<file path="src/verilog/denoise_defs.svh">
//********************************************************************
// Widths, block geometry and register map of the block denoiser.
// Include wherever a size or a register address is needed; the
// guard makes repeated includes harmless.
//********************************************************************
`ifndef DENOISE_DEFS_SVH
`define DENOISE_DEFS_SVH

// Stream word and one colour channel
`define DN_PIX_W	32
`define DN_CH_W	8

// 8x8 block
`define DN_BLK_PIX	64
`define DN_BLK_LOG2	6

`define DN_VAR_W	16
// Gain is unsigned fixed point, unity is 1 << DN_GAIN_FRAC
`define DN_GAIN_FRAC	8

// AXI-lite bus and register addresses
`define DN_LITE_ADDR_W	2
`define DN_LITE_DATA_W	16
`define DN_REG_WIDTH	0
`define DN_REG_HEIGHT	1
`define DN_REG_NOISE	2

`endif

</file>
<file path="src/verilog/denoise_pkg.sv">
//********************************************************************
// Types shared by the denoiser blocks: the stream pixel word, the
// frame configuration and the per-block statistics record.
// Modules import it with a wildcard in their header.
//********************************************************************
`include "denoise_defs.svh"

package denoise_pkg;

	// Colours sit in the low 24 bits
	typedef struct packed {
		logic [`DN_CH_W-1:0] pad;
		logic [`DN_CH_W-1:0] r;
		logic [`DN_CH_W-1:0] g;
		logic [`DN_CH_W-1:0] b;
	} rgb_t;

	// Raw word in the block buffer, channels in the datapath
	typedef union packed {
		logic [`DN_PIX_W-1:0] raw;
		rgb_t ch;
	} pixel_u;

	typedef struct packed {
		logic [`DN_LITE_DATA_W-1:0] width;
		logic [`DN_LITE_DATA_W-1:0] height;
		logic [2*`DN_LITE_DATA_W-`DN_BLK_LOG2-1:0] blocks_per_frame;
	} frame_cfg_t;

	// valid is a single-cycle pulse per finished block
	typedef struct packed {
		logic valid;
		logic first_of_frame;
		logic last_of_frame;
		logic [`DN_VAR_W-1:0] luma_var;
		logic [`DN_CH_W-1:0] mean_r;
		logic [`DN_CH_W-1:0] mean_g;
		logic [`DN_CH_W-1:0] mean_b;
	} block_stats_t;

endpackage

</file>
<file path="src/verilog/denoise_regs.sv">
//********************************************************************
// AXI-lite slave with the frame size registers and a read-only view
// of the current noise level. Width and height feed the block count
// used by the statistics block.
//********************************************************************
`include "denoise_defs.svh"

module denoise_regs import denoise_pkg::*; (
	input  logic clk,
	input  logic arst_n,
	input  logic [`DN_LITE_ADDR_W-1:0] awaddr,
	input  logic awvalid,
	output logic awready,
	input  logic [`DN_LITE_DATA_W-1:0] wdata,
	input  logic [`DN_LITE_DATA_W/8-1:0] wstrb,
	input  logic wvalid,
	output logic wready,
	output logic [1:0] bresp,
	output logic bvalid,
	input  logic bready,
	input  logic [`DN_LITE_ADDR_W-1:0] araddr,
	input  logic arvalid,
	output logic arready,
	output logic [`DN_LITE_DATA_W-1:0] rdata,
	output logic [1:0] rresp,
	output logic rvalid,
	input  logic rready,
	input  logic [`DN_VAR_W-1:0] noise_level,
	output frame_cfg_t cfg
);
	localparam int BPF_W = 2*`DN_LITE_DATA_W - `DN_BLK_LOG2;

	logic wr_accept;
	logic rd_accept;
	logic [`DN_LITE_DATA_W-1:0] width_q;
	logic [`DN_LITE_DATA_W-1:0] height_q;
	logic [`DN_LITE_DATA_W-1:0] rd_word;
	logic [2*`DN_LITE_DATA_W-1:0] pix_per_frame;
	logic [BPF_W-1:0] bpf_q;

	// Write needs address and data together, one response outstanding
	assign wr_accept = awvalid && wvalid && !bvalid;
	assign rd_accept = arvalid && !rvalid;
	assign awready = wr_accept;
	assign wready = wr_accept;
	assign arready = rd_accept;
	assign bresp = 2'b00;
	assign rresp = 2'b00;

	// Byte lanes merged under wstrb
	function automatic logic [`DN_LITE_DATA_W-1:0] merge(
		input logic [`DN_LITE_DATA_W-1:0] old,
		input logic [`DN_LITE_DATA_W-1:0] data,
		input logic [`DN_LITE_DATA_W/8-1:0] strb
	);
		logic [`DN_LITE_DATA_W-1:0] res;
		res = old;
		for (int i = 0; i < `DN_LITE_DATA_W/8; i++) begin
			if (strb[i])
				res[8*i +: 8] = data[8*i +: 8];
		end
		return res;
	endfunction

	always_ff @(posedge clk or negedge arst_n) begin
		if (!arst_n) begin
			width_q <= '0;
			height_q <= '0;
			bvalid <= 1'b0;
		end else if (wr_accept) begin
			bvalid <= 1'b1;
			case (awaddr)
				`DN_REG_WIDTH: width_q <= merge(width_q, wdata, wstrb);
				`DN_REG_HEIGHT: height_q <= merge(height_q, wdata, wstrb);
				default: ;
			endcase
		end else if (bready) begin
			bvalid <= 1'b0;
		end
	end

	// Noise register is read only
	always_comb begin
		case (araddr)
			`DN_REG_WIDTH: rd_word = width_q;
			`DN_REG_HEIGHT: rd_word = height_q;
			`DN_REG_NOISE: rd_word = noise_level;
			default: rd_word = '0;
		endcase
	end

	always_ff @(posedge clk or negedge arst_n) begin
		if (!arst_n) begin
			rvalid <= 1'b0;
			rdata <= '0;
		end else if (rd_accept) begin
			rvalid <= 1'b1;
			rdata <= rd_word;
		end else if (rready) begin
			rvalid <= 1'b0;
		end
	end

	// Whole blocks per frame, at least one
	assign pix_per_frame = width_q * height_q;

	always_ff @(posedge clk or negedge arst_n) begin
		if (!arst_n)
			bpf_q <= BPF_W'(1);
		else if (pix_per_frame[2*`DN_LITE_DATA_W-1:`DN_BLK_LOG2] == '0)
			bpf_q <= BPF_W'(1);
		else
			bpf_q <= pix_per_frame[2*`DN_LITE_DATA_W-1:`DN_BLK_LOG2];
	end

	assign cfg.width = width_q;
	assign cfg.height = height_q;
	assign cfg.blocks_per_frame = bpf_q;

	// Read response held until the master takes it
	assert property (@(posedge clk) disable iff (!arst_n)
		rvalid && !rready |=> rvalid && $stable(rdata));

endmodule

</file>
<file path="src/verilog/block_stats.sv">
//********************************************************************
// Per-block statistics over 64 accepted pixels: luma mean and
// variance plus the three channel means, with frame start and end
// flags. Results are presented with a one-cycle valid pulse.
//********************************************************************
`include "denoise_defs.svh"

module block_stats import denoise_pkg::*; (
	input  logic clk,
	input  logic arst_n,
	input  logic pix_valid,
	input  pixel_u pix,
	input  logic pix_first,
	input  frame_cfg_t cfg,
	output block_stats_t stats
);
	localparam int SUM_W = `DN_CH_W + `DN_BLK_LOG2;
	localparam int SQ_W = 2*`DN_CH_W + `DN_BLK_LOG2;

	logic [`DN_CH_W+1:0] ch_sum;
	logic [`DN_CH_W-1:0] luma;
	logic [2*`DN_CH_W-1:0] luma_sq;
	logic [`DN_BLK_LOG2-1:0] pix_cnt;
	logic blk_start;
	logic blk_end;
	logic [SUM_W-1:0] luma_acc;
	logic [SUM_W-1:0] r_acc;
	logic [SUM_W-1:0] g_acc;
	logic [SUM_W-1:0] b_acc;
	logic [SQ_W-1:0] sq_acc;
	logic [$bits(cfg.blocks_per_frame)-1:0] blk_cnt;
	logic [$bits(cfg.blocks_per_frame)-1:0] blk_next;
	logic valid_q;
	logic first_q;
	logic last_q;
	logic [`DN_CH_W-1:0] luma_mean;
	logic [2*`DN_CH_W-1:0] mean_sq;
	logic [`DN_VAR_W:0] var_full;

	// Luma is the floor of the channel average
	assign ch_sum = pix.ch.r + pix.ch.g + pix.ch.b;
	assign luma = `DN_CH_W'(ch_sum / 3);
	assign luma_sq = luma * luma;

	assign blk_start = pix_valid && (pix_cnt == '0);
	assign blk_end = pix_valid && (pix_cnt == '1);
	assign blk_next = blk_cnt + 1'b1;

	// First pixel of a block reloads the sums
	always_ff @(posedge clk) begin
		if (blk_start) begin
			luma_acc <= SUM_W'(luma);
			sq_acc <= SQ_W'(luma_sq);
			r_acc <= SUM_W'(pix.ch.r);
			g_acc <= SUM_W'(pix.ch.g);
			b_acc <= SUM_W'(pix.ch.b);
		end else if (pix_valid) begin
			luma_acc <= luma_acc + luma;
			sq_acc <= sq_acc + luma_sq;
			r_acc <= r_acc + pix.ch.r;
			g_acc <= g_acc + pix.ch.g;
			b_acc <= b_acc + pix.ch.b;
		end
	end

	always_ff @(posedge clk or negedge arst_n) begin
		if (!arst_n) begin
			pix_cnt <= '0;
			blk_cnt <= '0;
			valid_q <= 1'b0;
			first_q <= 1'b0;
			last_q <= 1'b0;
		end else begin
			valid_q <= blk_end;
			if (pix_valid)
				pix_cnt <= pix_cnt + 1'b1;
			if (blk_start) begin
				first_q <= pix_first;
				// tuser restarts the block count
				if (pix_first)
					blk_cnt <= '0;
			end
			if (blk_end) begin
				last_q <= (blk_next == cfg.blocks_per_frame);
				blk_cnt <= (blk_next == cfg.blocks_per_frame) ? '0 : blk_next;
			end
		end
	end

	// Sums stay put during the pulse, so the results are plain logic
	assign luma_mean = luma_acc[SUM_W-1:`DN_BLK_LOG2];
	assign mean_sq = luma_mean * luma_mean;
	assign var_full = sq_acc[SQ_W-1:`DN_BLK_LOG2] - mean_sq;

	assign stats.valid = valid_q;
	assign stats.first_of_frame = first_q;
	assign stats.last_of_frame = last_q;
	assign stats.luma_var = var_full[`DN_VAR_W] ? '1 : var_full[`DN_VAR_W-1:0];
	assign stats.mean_r = r_acc[SUM_W-1:`DN_BLK_LOG2];
	assign stats.mean_g = g_acc[SUM_W-1:`DN_BLK_LOG2];
	assign stats.mean_b = b_acc[SUM_W-1:`DN_BLK_LOG2];

	// Blocks are 64 pixels, never back to back pulses
	assert property (@(posedge clk) disable iff (!arst_n)
		stats.valid |=> !stats.valid);

endmodule

</file>
<file path="src/verilog/noise_estimator.sv">
//********************************************************************
// Frame noise estimate as the smallest block luma variance seen in
// a frame. The level is updated once per frame, after the last
// block's statistics, and holds until the next frame ends.
//********************************************************************
`include "denoise_defs.svh"

module noise_estimator import denoise_pkg::*; (
	input  logic clk,
	input  logic arst_n,
	input  block_stats_t stats,
	output logic [`DN_VAR_W-1:0] noise_level
);
	logic [`DN_VAR_W-1:0] min_q;
	logic [`DN_VAR_W-1:0] min_next;

	// Running minimum, restarted by the first block of a frame
	always_comb begin
		if (stats.first_of_frame || (stats.luma_var < min_q))
			min_next = stats.luma_var;
		else
			min_next = min_q;
	end

	always_ff @(posedge clk or negedge arst_n) begin
		if (!arst_n) begin
			min_q <= '0;
			noise_level <= '0;
		end else if (stats.valid) begin
			min_q <= min_next;
			// A one-block frame is both first and last
			if (stats.last_of_frame)
				noise_level <= min_next;
		end
	end

endmodule

</file>
<file path="src/verilog/wiener_filter.sv">
//********************************************************************
// Wiener filter over one 8x8 block at a time. Buffers the block,
// derives a luma gain with a 16-step divider once the statistics
// arrive, then streams each pixel pulled toward its channel means.
//********************************************************************
`include "denoise_defs.svh"

module wiener_filter import denoise_pkg::*; (
	input  logic clk,
	input  logic arst_n,
	input  pixel_u s_axis_tdata,
	input  logic s_axis_tvalid,
	input  logic s_axis_tuser,
	output logic s_axis_tready,
	input  block_stats_t stats,
	input  logic [`DN_VAR_W-1:0] noise_level,
	output pixel_u m_axis_tdata,
	output logic m_axis_tvalid,
	output logic m_axis_tlast,
	output logic m_axis_tuser,
	input  logic m_axis_tready
);
	localparam int GAIN_W = `DN_GAIN_FRAC + 1;

	typedef enum logic [1:0] {FILL, WAIT_STATS, DIVIDE, EMIT} state_t;

	state_t state;
	logic [`DN_PIX_W-1:0] blk_buf [`DN_BLK_PIX];
	logic [`DN_BLK_LOG2-1:0] wr_idx;
	logic [`DN_BLK_LOG2-1:0] rd_idx;
	logic issued_all;
	logic user_q;
	logic [`DN_VAR_W-1:0] frame_noise;
	logic [`DN_VAR_W-1:0] noise_use;
	logic [`DN_VAR_W-1:0] var_q;
	logic [`DN_VAR_W-1:0] rem;
	logic [`DN_VAR_W:0] rem_sh;
	logic [`DN_VAR_W-1:0] quo;
	logic [$clog2(`DN_VAR_W)-1:0] div_cnt;
	logic int_bit;
	logic zero_gain;
	logic [GAIN_W-1:0] gain;
	rgb_t mean_q;
	pixel_u rd_pix;
	pixel_u filt_pix;
	logic out_adv;

	// mean + (gain * (x - mean)) >>> frac, clamped to a byte
	function automatic logic [`DN_CH_W-1:0] filt_ch(
		input logic [`DN_CH_W-1:0] x,
		input logic [`DN_CH_W-1:0] m,
		input logic [GAIN_W-1:0] g
	);
		logic signed [`DN_CH_W+1:0] diff;
		logic signed [2*`DN_CH_W+3:0] prod;
		logic signed [`DN_CH_W+3:0] res;
		diff = $signed({2'b00, x}) - $signed({2'b00, m});
		prod = diff * $signed({1'b0, g});
		res = $signed({4'b0000, m}) + $signed(prod[2*`DN_CH_W+3:`DN_GAIN_FRAC]);
		if (res < 0)
			return '0;
		if (res > $signed({4'b0000, {`DN_CH_W{1'b1}}}))
			return '1;
		return res[`DN_CH_W-1:0];
	endfunction

	assign s_axis_tready = (state == FILL);
	// First block of a frame already uses the freshly sampled level
	assign noise_use = stats.first_of_frame ? noise_level : frame_noise;
	assign rem_sh = {rem, 1'b0};
	assign gain = zero_gain ? '0 : {int_bit, quo[`DN_VAR_W-1 -: `DN_GAIN_FRAC]};
	assign rd_pix.raw = blk_buf[rd_idx];
	assign out_adv = !m_axis_tvalid || m_axis_tready;

	always_comb begin
		filt_pix.ch.pad = '0;
		filt_pix.ch.r = filt_ch(rd_pix.ch.r, mean_q.r, gain);
		filt_pix.ch.g = filt_ch(rd_pix.ch.g, mean_q.g, gain);
		filt_pix.ch.b = filt_ch(rd_pix.ch.b, mean_q.b, gain);
	end

	always_ff @(posedge clk) begin
		if (s_axis_tvalid)
			blk_buf[wr_idx] <= s_axis_tdata.raw;
	end

	// Restoring divide of (var - noise) / var into 16 fraction bits,
	// the integer bit covers the noise == 0 case
	always_ff @(posedge clk) begin
		if (stats.valid) begin
			var_q <= stats.luma_var;
			mean_q <= '{pad: '0, r: stats.mean_r, g: stats.mean_g, b: stats.mean_b};
			zero_gain <= (stats.luma_var <= noise_use);
			int_bit <= (noise_use == '0);
			rem <= (noise_use == '0) ? '0 : stats.luma_var - noise_use;
			quo <= '0;
		end else if (state == DIVIDE) begin
			if (rem_sh >= {1'b0, var_q}) begin
				rem <= `DN_VAR_W'(rem_sh - {1'b0, var_q});
				quo <= {quo[`DN_VAR_W-2:0], 1'b1};
			end else begin
				rem <= rem_sh[`DN_VAR_W-1:0];
				quo <= {quo[`DN_VAR_W-2:0], 1'b0};
			end
		end
	end

	always_ff @(posedge clk) begin
		if ((state == EMIT) && out_adv && !issued_all)
			m_axis_tdata <= filt_pix;
	end

	always_ff @(posedge clk or negedge arst_n) begin
		if (!arst_n) begin
			state <= FILL;
			wr_idx <= '0;
			rd_idx <= '0;
			div_cnt <= '0;
			issued_all <= 1'b0;
			user_q <= 1'b0;
			frame_noise <= '0;
			m_axis_tvalid <= 1'b0;
			m_axis_tlast <= 1'b0;
			m_axis_tuser <= 1'b0;
		end else begin
			if (stats.valid && stats.first_of_frame)
				frame_noise <= noise_level;
			case (state)
				FILL: begin
					if (s_axis_tvalid) begin
						wr_idx <= wr_idx + 1'b1;
						if (wr_idx == '0)
							user_q <= s_axis_tuser;
						if (wr_idx == '1)
							state <= WAIT_STATS;
					end
				end
				WAIT_STATS: begin
					if (stats.valid)
						state <= DIVIDE;
				end
				DIVIDE: begin
					// Counter wraps to zero for the next block
					div_cnt <= div_cnt + 1'b1;
					if (div_cnt == '1) begin
						issued_all <= 1'b0;
						state <= EMIT;
					end
				end
				EMIT: begin
					if (out_adv) begin
						m_axis_tvalid <= !issued_all;
						if (!issued_all) begin
							m_axis_tlast <= (rd_idx == '1);
							m_axis_tuser <= user_q && (rd_idx == '0);
							rd_idx <= rd_idx + 1'b1;
							issued_all <= (rd_idx == '1);
						end
					end
					if (m_axis_tvalid && m_axis_tready && m_axis_tlast)
						state <= FILL;
				end
				default: state <= FILL;
			endcase
		end
	end

	// Top masks the input strobe with tready, so a full buffer sees nothing
	assert property (@(posedge clk) disable iff (!arst_n)
		s_axis_tvalid |-> state == FILL);

	assert property (@(posedge clk) disable iff (!arst_n)
		m_axis_tvalid && !m_axis_tready |=> m_axis_tvalid && $stable(m_axis_tdata));

endmodule

</file>
<file path="src/verilog/denoise_top.sv">
//********************************************************************
// Top level of the block denoiser. Block-ordered pixels come in on
// an AXI stream, filtered pixels leave on another, and frame size
// and noise readback sit behind an AXI-lite slave.
//********************************************************************
`include "denoise_defs.svh"

module denoise_top import denoise_pkg::*; (
	input  logic clk,
	input  logic arst_n,
	input  logic [`DN_LITE_ADDR_W-1:0] awaddr,
	input  logic awvalid,
	output logic awready,
	input  logic [`DN_LITE_DATA_W-1:0] wdata,
	input  logic [`DN_LITE_DATA_W/8-1:0] wstrb,
	input  logic wvalid,
	output logic wready,
	output logic [1:0] bresp,
	output logic bvalid,
	input  logic bready,
	input  logic [`DN_LITE_ADDR_W-1:0] araddr,
	input  logic arvalid,
	output logic arready,
	output logic [`DN_LITE_DATA_W-1:0] rdata,
	output logic [1:0] rresp,
	output logic rvalid,
	input  logic rready,
	input  logic [`DN_PIX_W-1:0] s_axis_tdata,
	input  logic s_axis_tvalid,
	// Block ends come from the pixel count, tlast is not needed
	input  logic s_axis_tlast,
	input  logic s_axis_tuser,
	output logic s_axis_tready,
	output logic [`DN_PIX_W-1:0] m_axis_tdata,
	output logic m_axis_tvalid,
	output logic m_axis_tlast,
	output logic m_axis_tuser,
	input  logic m_axis_tready
);
	logic pix_acc;
	pixel_u pix_in;
	pixel_u pix_out;
	frame_cfg_t cfg;
	block_stats_t stats;
	logic [`DN_VAR_W-1:0] noise_level;

	// Both consumers see only accepted pixels
	assign pix_acc = s_axis_tvalid && s_axis_tready;
	assign pix_in.raw = s_axis_tdata;
	assign m_axis_tdata = pix_out.raw;

	denoise_regs denoise_regs_i (
		.clk(clk), .arst_n(arst_n),
		.awaddr(awaddr), .awvalid(awvalid), .awready(awready),
		.wdata(wdata), .wstrb(wstrb), .wvalid(wvalid), .wready(wready),
		.bresp(bresp), .bvalid(bvalid), .bready(bready),
		.araddr(araddr), .arvalid(arvalid), .arready(arready),
		.rdata(rdata), .rresp(rresp), .rvalid(rvalid), .rready(rready),
		.noise_level(noise_level), .cfg(cfg)
	);

	block_stats block_stats_i (
		.clk(clk), .arst_n(arst_n),
		.pix_valid(pix_acc), .pix(pix_in), .pix_first(s_axis_tuser),
		.cfg(cfg), .stats(stats)
	);

	noise_estimator noise_estimator_i (
		.clk(clk), .arst_n(arst_n),
		.stats(stats), .noise_level(noise_level)
	);

	wiener_filter wiener_filter_i (
		.clk(clk), .arst_n(arst_n),
		.s_axis_tdata(pix_in), .s_axis_tvalid(pix_acc),
		.s_axis_tuser(s_axis_tuser), .s_axis_tready(s_axis_tready),
		.stats(stats), .noise_level(noise_level),
		.m_axis_tdata(pix_out), .m_axis_tvalid(m_axis_tvalid),
		.m_axis_tlast(m_axis_tlast), .m_axis_tuser(m_axis_tuser),
		.m_axis_tready(m_axis_tready)
	);

endmodule

</file>
<file path="config.mk">
export PLATFORM = sky130hd
export DESIGN_NAME = denoise_top
export DESIGN_NICKNAME = d
export VERILOG_FILES = /design/src/verilog/denoise_pkg.sv /design/src/verilog/denoise_regs.sv /design/src/verilog/block_stats.sv /design/src/verilog/noise_estimator.sv /design/src/verilog/wiener_filter.sv /design/src/verilog/denoise_top.sv
export VERILOG_INCLUDE_DIRS = /design/src /design/src/verilog
export SDC_FILE = /design/constraint.sdc
export NUM_CORES = 2
export LEC_CHECK = 0
export BUFFER_PORTS_ARGS = -buffer_cell sky130_fd_sc_hd__buf_2
export CAP_MARGIN = 20
export CORE_UTILIZATION = 45
export CTS_CLUSTER_SIZE = 14
export DETAILED_ROUTE_END_ITERATION = 16
export SLEW_MARGIN = 15
export SYNTH_ARGS = -nofsm -noshare
export SYNTH_HDL_FRONTEND = slang
export SYNTH_SLANG_ARGS = --single-unit
</file>
<file path="constraint.sdc">
create_clock -name clk -period 12.7 [get_ports clk]
set_input_delay 2.54 -clock clk [delete_from_list [all_inputs] [get_ports clk]]
set_output_delay 2.54 -clock clk [all_outputs]
set_load 0.03 [all_outputs]
</file>
Word-level counts from Yosys, hierarchy flattened

Memories as Yosys holds them, arrays and structs flattened.
Index checks and enable logic that the tools add are counted.

Bits in registers: 358
Bits in writable memories: 2048
Bits of input ports: 65
Output and inout bits: 61
Memories: 1

Memories:

| name                    | depth | width | read ports | clocked after memory_dff | wr ports | line                | text |
|---|---|---|---|---|---|---|---|
| wiener_filter_i.blk_buf | 64    | 32    | 1          | 0                        | 1        | wiener_filter.sv:28 | `` logic [`DN_PIX_W-1:0] blk_buf [`DN_BLK_PIX]; `` |

Add/sub/neg operators: 21
Multiply operators: 6
Div/mod/pow operators: 1
Magnitude comparators: 9
Equality and inequality tests: 17
Mux-type cells: 62
Bitwise logic cells: 1
Reduce and logical (&&, ||, !) cells: 45

Operators by type and width:

| kind                                                                              | count |
|---|---|
| 8-bit two-way mux                                                                 | 20 |
| 16-bit two-way mux                                                                | 9 |
| 26-bit two-way mux                                                                | 5 |
| 9-bit by 10-bit multiplier with 19-bit output                                     | 3 |
| 14-bit by 8-bit adder with 14-bit output                                          | 4 |
| 16-bit one-hot mux with 3 select lines                                            | 1 |
| 9-bit by 12-bit adder with 12-bit output                                          | 3 |
| 12-bit by 9-bit greater-than comparator with 1-bit output (second input constant) | 3 |
| 12-bit by 1-bit < comparator with 1-bit output (second input constant)            | 3 |
| 10-bit by 2-bit divider with 32-bit output (second input constant)                | 1 |
| 16-bit by 16-bit multiplier with 32-bit output                                    | 1 |
| 8-bit by 8-bit multiplier with 16-bit output                                      | 2 |
| 16-bit subtractor                                                                 | 2 |
| 8-bit by 8-bit subtractor with 9-bit output                                       | 3 |
| 26-bit by 1-bit adder with 26-bit output (second input constant)                  | 1 |
| 26-bit equality test                                                              | 1 |
| 26-bit zero test                                                                  | 1 |
| 22-bit by 16-bit adder with 22-bit output                                         | 1 |
| 3-bit AND reduction                                                               | 7 |
| 1-bit two-way mux                                                                 | 19 |
| 6-bit by 1-bit adder with 6-bit output (second input constant)                    | 3 |
| 6-bit equality test (second input constant)                                       | 3 |
| 6-bit zero test                                                                   | 3 |
| 17-bit by 16-bit >= comparator with 1-bit output                                  | 1 |
| 24 further kinds                                                                  | 62 |

Depth between registers and ports, before layout

An unclocked memory read counts as a cell.

Depth in word-level cells: 9
Depth in mapped cells: 62
Gate-level depth less buffers: 60

By module

From an unflattened synthesis, not the netlist that was laid out.

Cells, all modules: 6894
Area, all modules: 101060.7 sq um

By module, submodules not included:

| module          | times used | cells each | area an instance (sq um) | sequential area each (sq um) |
|---|---|---|---|---|
| wiener_filter   | 1          | 4009       | 75135.8                  | 49882.8 |
| block_stats     | 1          | 1485       | 12648.4                  | 2917.8 |
| denoise_regs    | 1          | 1236       | 11472.3                  | 1903.1 |
| noise_estimator | 1          | 163        | 1798.0                   | 800.8 |
| denoise_top     | 1          | 1          | 6.3                      | 0.0 |

Worst setup path after synthesis

OpenSTA, ideal clock, no wires.

Path type: input to register
Start point: in s_axis_tdata[9]
End point: reg block_stats_i.sq_acc[21]
Data arrival time: 12.635 ns
Required time: 12.572 ns
Setup slack: -0.063 ns
Stages on the path: 60
Cell sequence: ha_1 a21o_1 a21oi_1 o21bai_1 a21oi_1 o21bai_1 a21oi_1 xnor2_1 ha_1 buf_2 o21ai_0 a21oi_1 o21a_1 xnor2_2 ha_1 nand3b_1 a21oi_1 o21ai_0 [... 24 more ...] a21oi_1 o21bai_1 a21oi_1 o21bai_1 a21oi_1 o21bai_1 a21oi_1 xnor2_1 ha_1 nand2_1 nor2_1 nand2_1 o21ai_0 a31oi_1 a31oi_1 nand3_1 xnor2_1 nor2_1

Cells in the longest elaborated chain, start to end: 5

RTL lines:

| element                                      | line              | text |
|---|---|---|
| start, declared                              | denoise_top.sv:28 | `` input logic [`DN_PIX_W-1:0] s_axis_tdata, `` |
| 8-bit by 8-bit adder with 9-bit output       | block_stats.sv:41 | `assign ch_sum = pix.ch.r + pix.ch.g + pix.ch.b;` |
| 10-bit by 8-bit adder with 10-bit output     | block_stats.sv:41 |  |
| 10-bit by 2-bit divider with 32-bit output   | block_stats.sv:42 | `` assign luma = `DN_CH_W'(ch_sum / 3); `` |
| 8-bit by 8-bit multiplier with 16-bit output | block_stats.sv:43 | `assign luma_sq = luma * luma;` |
| 22-bit by 16-bit adder with 22-bit output    | block_stats.sv:59 | `sq_acc <= sq_acc + luma_sq;` |
| end signal, assigned                         | block_stats.sv:53 | `sq_acc <= SQ_W'(luma_sq);` |
| end signal, assigned                         | block_stats.sv:59 |  |
| end, declared                                | block_stats.sv:30 | `logic [SQ_W-1:0] sq_acc;` |

Every way passes these cells.
A chain may end at the register's enable or synchronous reset.

Worst setup path after layout

Start point: in s_axis_tdata[16]
End point: reg block_stats_i.sq_acc[21]

The elaborated chain is that of the path after synthesis.

==> summary.txt <==
Status
  – Status: finished, final reports clean

Synthesis
  – Yosys synthesis warning count: 0
  – Number of synthesized flops with an enable pin: 1,666
  – Synth Area in Compound Gates: between 4 and 5%
  – Simple-gate share of the synthesized area: between 6 and 7%
  – Post-synthesis mux area share: approximately an eighth
  – Largest family of logic cells by synthesized area: adder cells
  – Count of cell types in the netlist: 92
  – Top-area cell type share of the netlist area: 50.2%
  – Mean Syn Cell Area: 14.7 µm²
  – Post-synthesis cell count: 6,780
  – Synth Area in XOR/XNOR: 2.39%
  – Ys async rst share: 9.61%
  – Post-Syn Area: 0.0996 mm²
  – Post-Synth Adder-Cell Area: between 10 and 15%
  – Sequential element share of the synthesized area: 55.7%
  – Synthesized flop and latch total: 1,894
  – Top post-synthesis cells by area: edfxtp_1 (50%), mux4_2 (11%), fa_1 (8.4%)
  – Top FF cell, synth: edfxtp_1
  – Synth area leader: edfxtp_1

Finish
  – # nets final: 8,105
  – Final Instance Area: between 0.1 and 0.15 mm²
  – P&R area growth vs syn: 13.4%
  – Share of layout cells above drive strength 1: about a fifth
  – Fillers: 18,300
  – Sequential cell area: 0.0555 mm²
  – Final Util: 51.4%
  – Fin cells: 10,300
  – Area occupied by multi-input gates: between 0.04 and 0.05 mm²

STA
  – Peak Freq: just over 80 MHz
  – Hold slack: 463 ps
  – Final hold vios: 0
  – Slew Viols, Final: 0
  – Final min period: about 12,000 ps
  – Final setup violation count: 0
  – Slew headroom: 16.1%
  – Least-Margin Pin Slew: 1250 ps
  – Period utilization: a little over nine tenths
  – Layout Skew: about 66 ps

Route
  – Detailed Route Iter0 Violations: around 5,400
  – Wire length per cell: around 25 µm
  – Router iterations before antenna repair: 7
  – Total wire length: 255 mm
  – Post-route ant nets: 0
  – Vias/cell: 5.60
  – Detailed-route via count: around 57,000
  – DRC: 0

CTS
  – CTS buffer count: 197
  – CTS sink count: 1,894
  – H-tree depth: 4
  – Clock Tree Buf Depth: 3
  – CTS clk-pin slew, worst paths: 60 ps
  – Clock insertion delay at the later pin of the skew report: roughly 860 ps
  – CTS Root Cell: clkbuf_16
  – CTS tree: built
  – Hold-fix buffers at CTS: 0

Critical path
  – Crit. End Element: flop
  – WP data arrival: 12,850 ps
  – CP max stage delay: 560 ps
  – Crit start category: primary input
  – Critical Path RT: 13,360 ps
  – Worst Setup Path Type: primary input to flop
  – Crit path buf inv count: 7
  – Critical Path Fanout Max: 6
  – Crit-path slowest cell: fa_1
  – CP top delay family: adder cells

Global route
  – GRT overflow: 0
  – Largest net degree at the start of global routing: 80
  – First-pass GRT wire length: 378 mm
  – Vias in the first global route: about 60,000
  – Initial antenna violation count: 20
  – All-layer global routing usage: 23.0%

Floorplan
  – Starting Density: 45.3%
  – Die Ht: around 470 µm
  – Core ar.: 0.220 mm²
  – Io pins: 126
  – Row count: around 170
  – Die width: roughly 470 µm
  – Die Area: ~0.22 mm²

Placed design
  – DP HPWL: 166 mm
  – Dpl cells: 9,874
  – Post-DP Area: 0.106 mm²
  – Placer congestion estimate: ~0.84
  – Port buffer count: around 100

Hold path
  – Hold Path Class: flop to flop

Flow run
  – Maxcap violations: 0
layout make-up:
class                           instances  area share, %
Timing Repair Buffer                  435           3.16
Clock buffer                          254           4.70
Antenna cell                            6         0.0133
Clock inverter                        120           1.15
Multi-Input combinational cell       3916           36.2
Sequential cell                      1894           49.2
Inverter                              687           2.29
Tap cell                             2958           3.28
sequential cells by signal (all words and copies together), names as in the netlist, 22 cells and up:
name,cells
block_stats_i.sq_acc,22
denoise_regs_i.bpf_q,26
wiener_filter_i.mean_q,24
wiener_filter_i.m_axis_tdata,24
wiener_filter_i.blk_buf,1536
block_stats_i.blk_cnt,26
per-layer routing:
layer  up-vias  routed length, µm  GRT usage (%)
met5         -                 34              0
met4         4               5340           5.54
met3       312              18500           3.95
met2      1707             120000           36.9
met1     30100             111000           32.8
li1      25400                  -              -
worst register-to-register path: cells and delay by family (launching register included):
kind	cells	cell delay, ps
XOR/XNOR	2	810
multiplexers	3	1810
adder cells (fa/ha/maj)	8	3590
buffers and inverters	5	770
flip-flops	1	650
AO/OA/AOI/OAI	15	2410
AND/OR/NAND/NOR	10	1550
cells in the mapped netlist, drive strengths merged, types with 4 or more instances:
library cell,count
nor2b,44
mux2i,71
nand3,54
xnor2,178
o32ai,4
buf,86
o21a,32
o22ai,12
or3,11
fa,416
a21oi,218
nand4,27
mux4,504
nor3b,8
or4,4
nor2,419
nor3,43
mux2,55
o211a,8
ha,493
dfrtp,181
o41ai,5
nand2,494
inv,687
dfxtp,46
o21ai,190
edfxtp,1666
and3,34
o21bai,41
nand3b,9
nand2b,73
o31a,13
or2,26
a211oi,8
o211ai,7
a31oi,16
o31ai,20
a21o,74
nor4,15
and2,118
clkbuf,208
a41o,4
a21boi,17
xor2,92
stage by stage:
stage	worst slack (ps)	setup TNS (ps)
floorplan	62.7	0
global placement	-631	-4460
detailed placement	-764	-5850
CTS	63.0	0
global route	-88.1	-336
finish	518	0
kinds of logic (layout without fill, tap and decap cells):
logic type / after synthesis / in the layout
buf+inv: 981 / 1496
fa+ha+maj: 910 / 910
flops: 1894 / 1894
compound gates: 703 / 703
simple gates: 1391 / 1391
mux: 630 / 630
other cells: 1 / 18
xor+xnor: 270 / 270
worst paths after layout:
| check | from | endpoint | slack (ps) | depth (start not counted) |
|---|---|---|---|---|
| max in group asynchronous | arst_n | denoise_regs_i.rdata[7]$_DFFE_PN0P_ | 9690 | 2 |
| min reg2reg | block_stats_i.r_acc[13]$_SDFFE_PP0P_ | wiener_filter_i.mean_q[23]$_DFFE_PP_ | 460 | 0 |
| max | s_axis_tdata[16] | block_stats_i.sq_acc[21]$_SDFFE_PP0P_ | 520 | 56 |
| min | block_stats_i.r_acc[13]$_SDFFE_PP0P_ | wiener_filter_i.mean_q[23]$_DFFE_PP_ | 460 | 0 |
| min in group asynchronous | arst_n | noise_estimator_i.min_q[14]$_DFFE_PN0P_ | 1740 | 1 |
| max reg2reg | wiener_filter_i.rd_idx[0]$_DFFE_PN0P_ | wiener_filter_i.m_axis_tdata[23]$_SDFFCE_PN0P_ | 910 | 43 |
what timing repair did:
action	4_1_cts	5_1_grt
buffers inserted	0	7
gates resized for setup	0	37
setup endpoints to repair	0	19
endpoints found under the hold margin	0	0
cell usage in the layout (no fill, tap or decap), types with 199 or more instances in the layout:
master,n
fa_1,413
ha_1,488
nand2_1,494
edfxtp_1,1666
mux4_2,504
buf_4,294
a21oi_1,211
nor2_1,352
clkbuf_16,199
inv_1,685
Power is not shown: default switching activity piles up to over one toggle a cycle in this logic, so the estimate is an artifact.
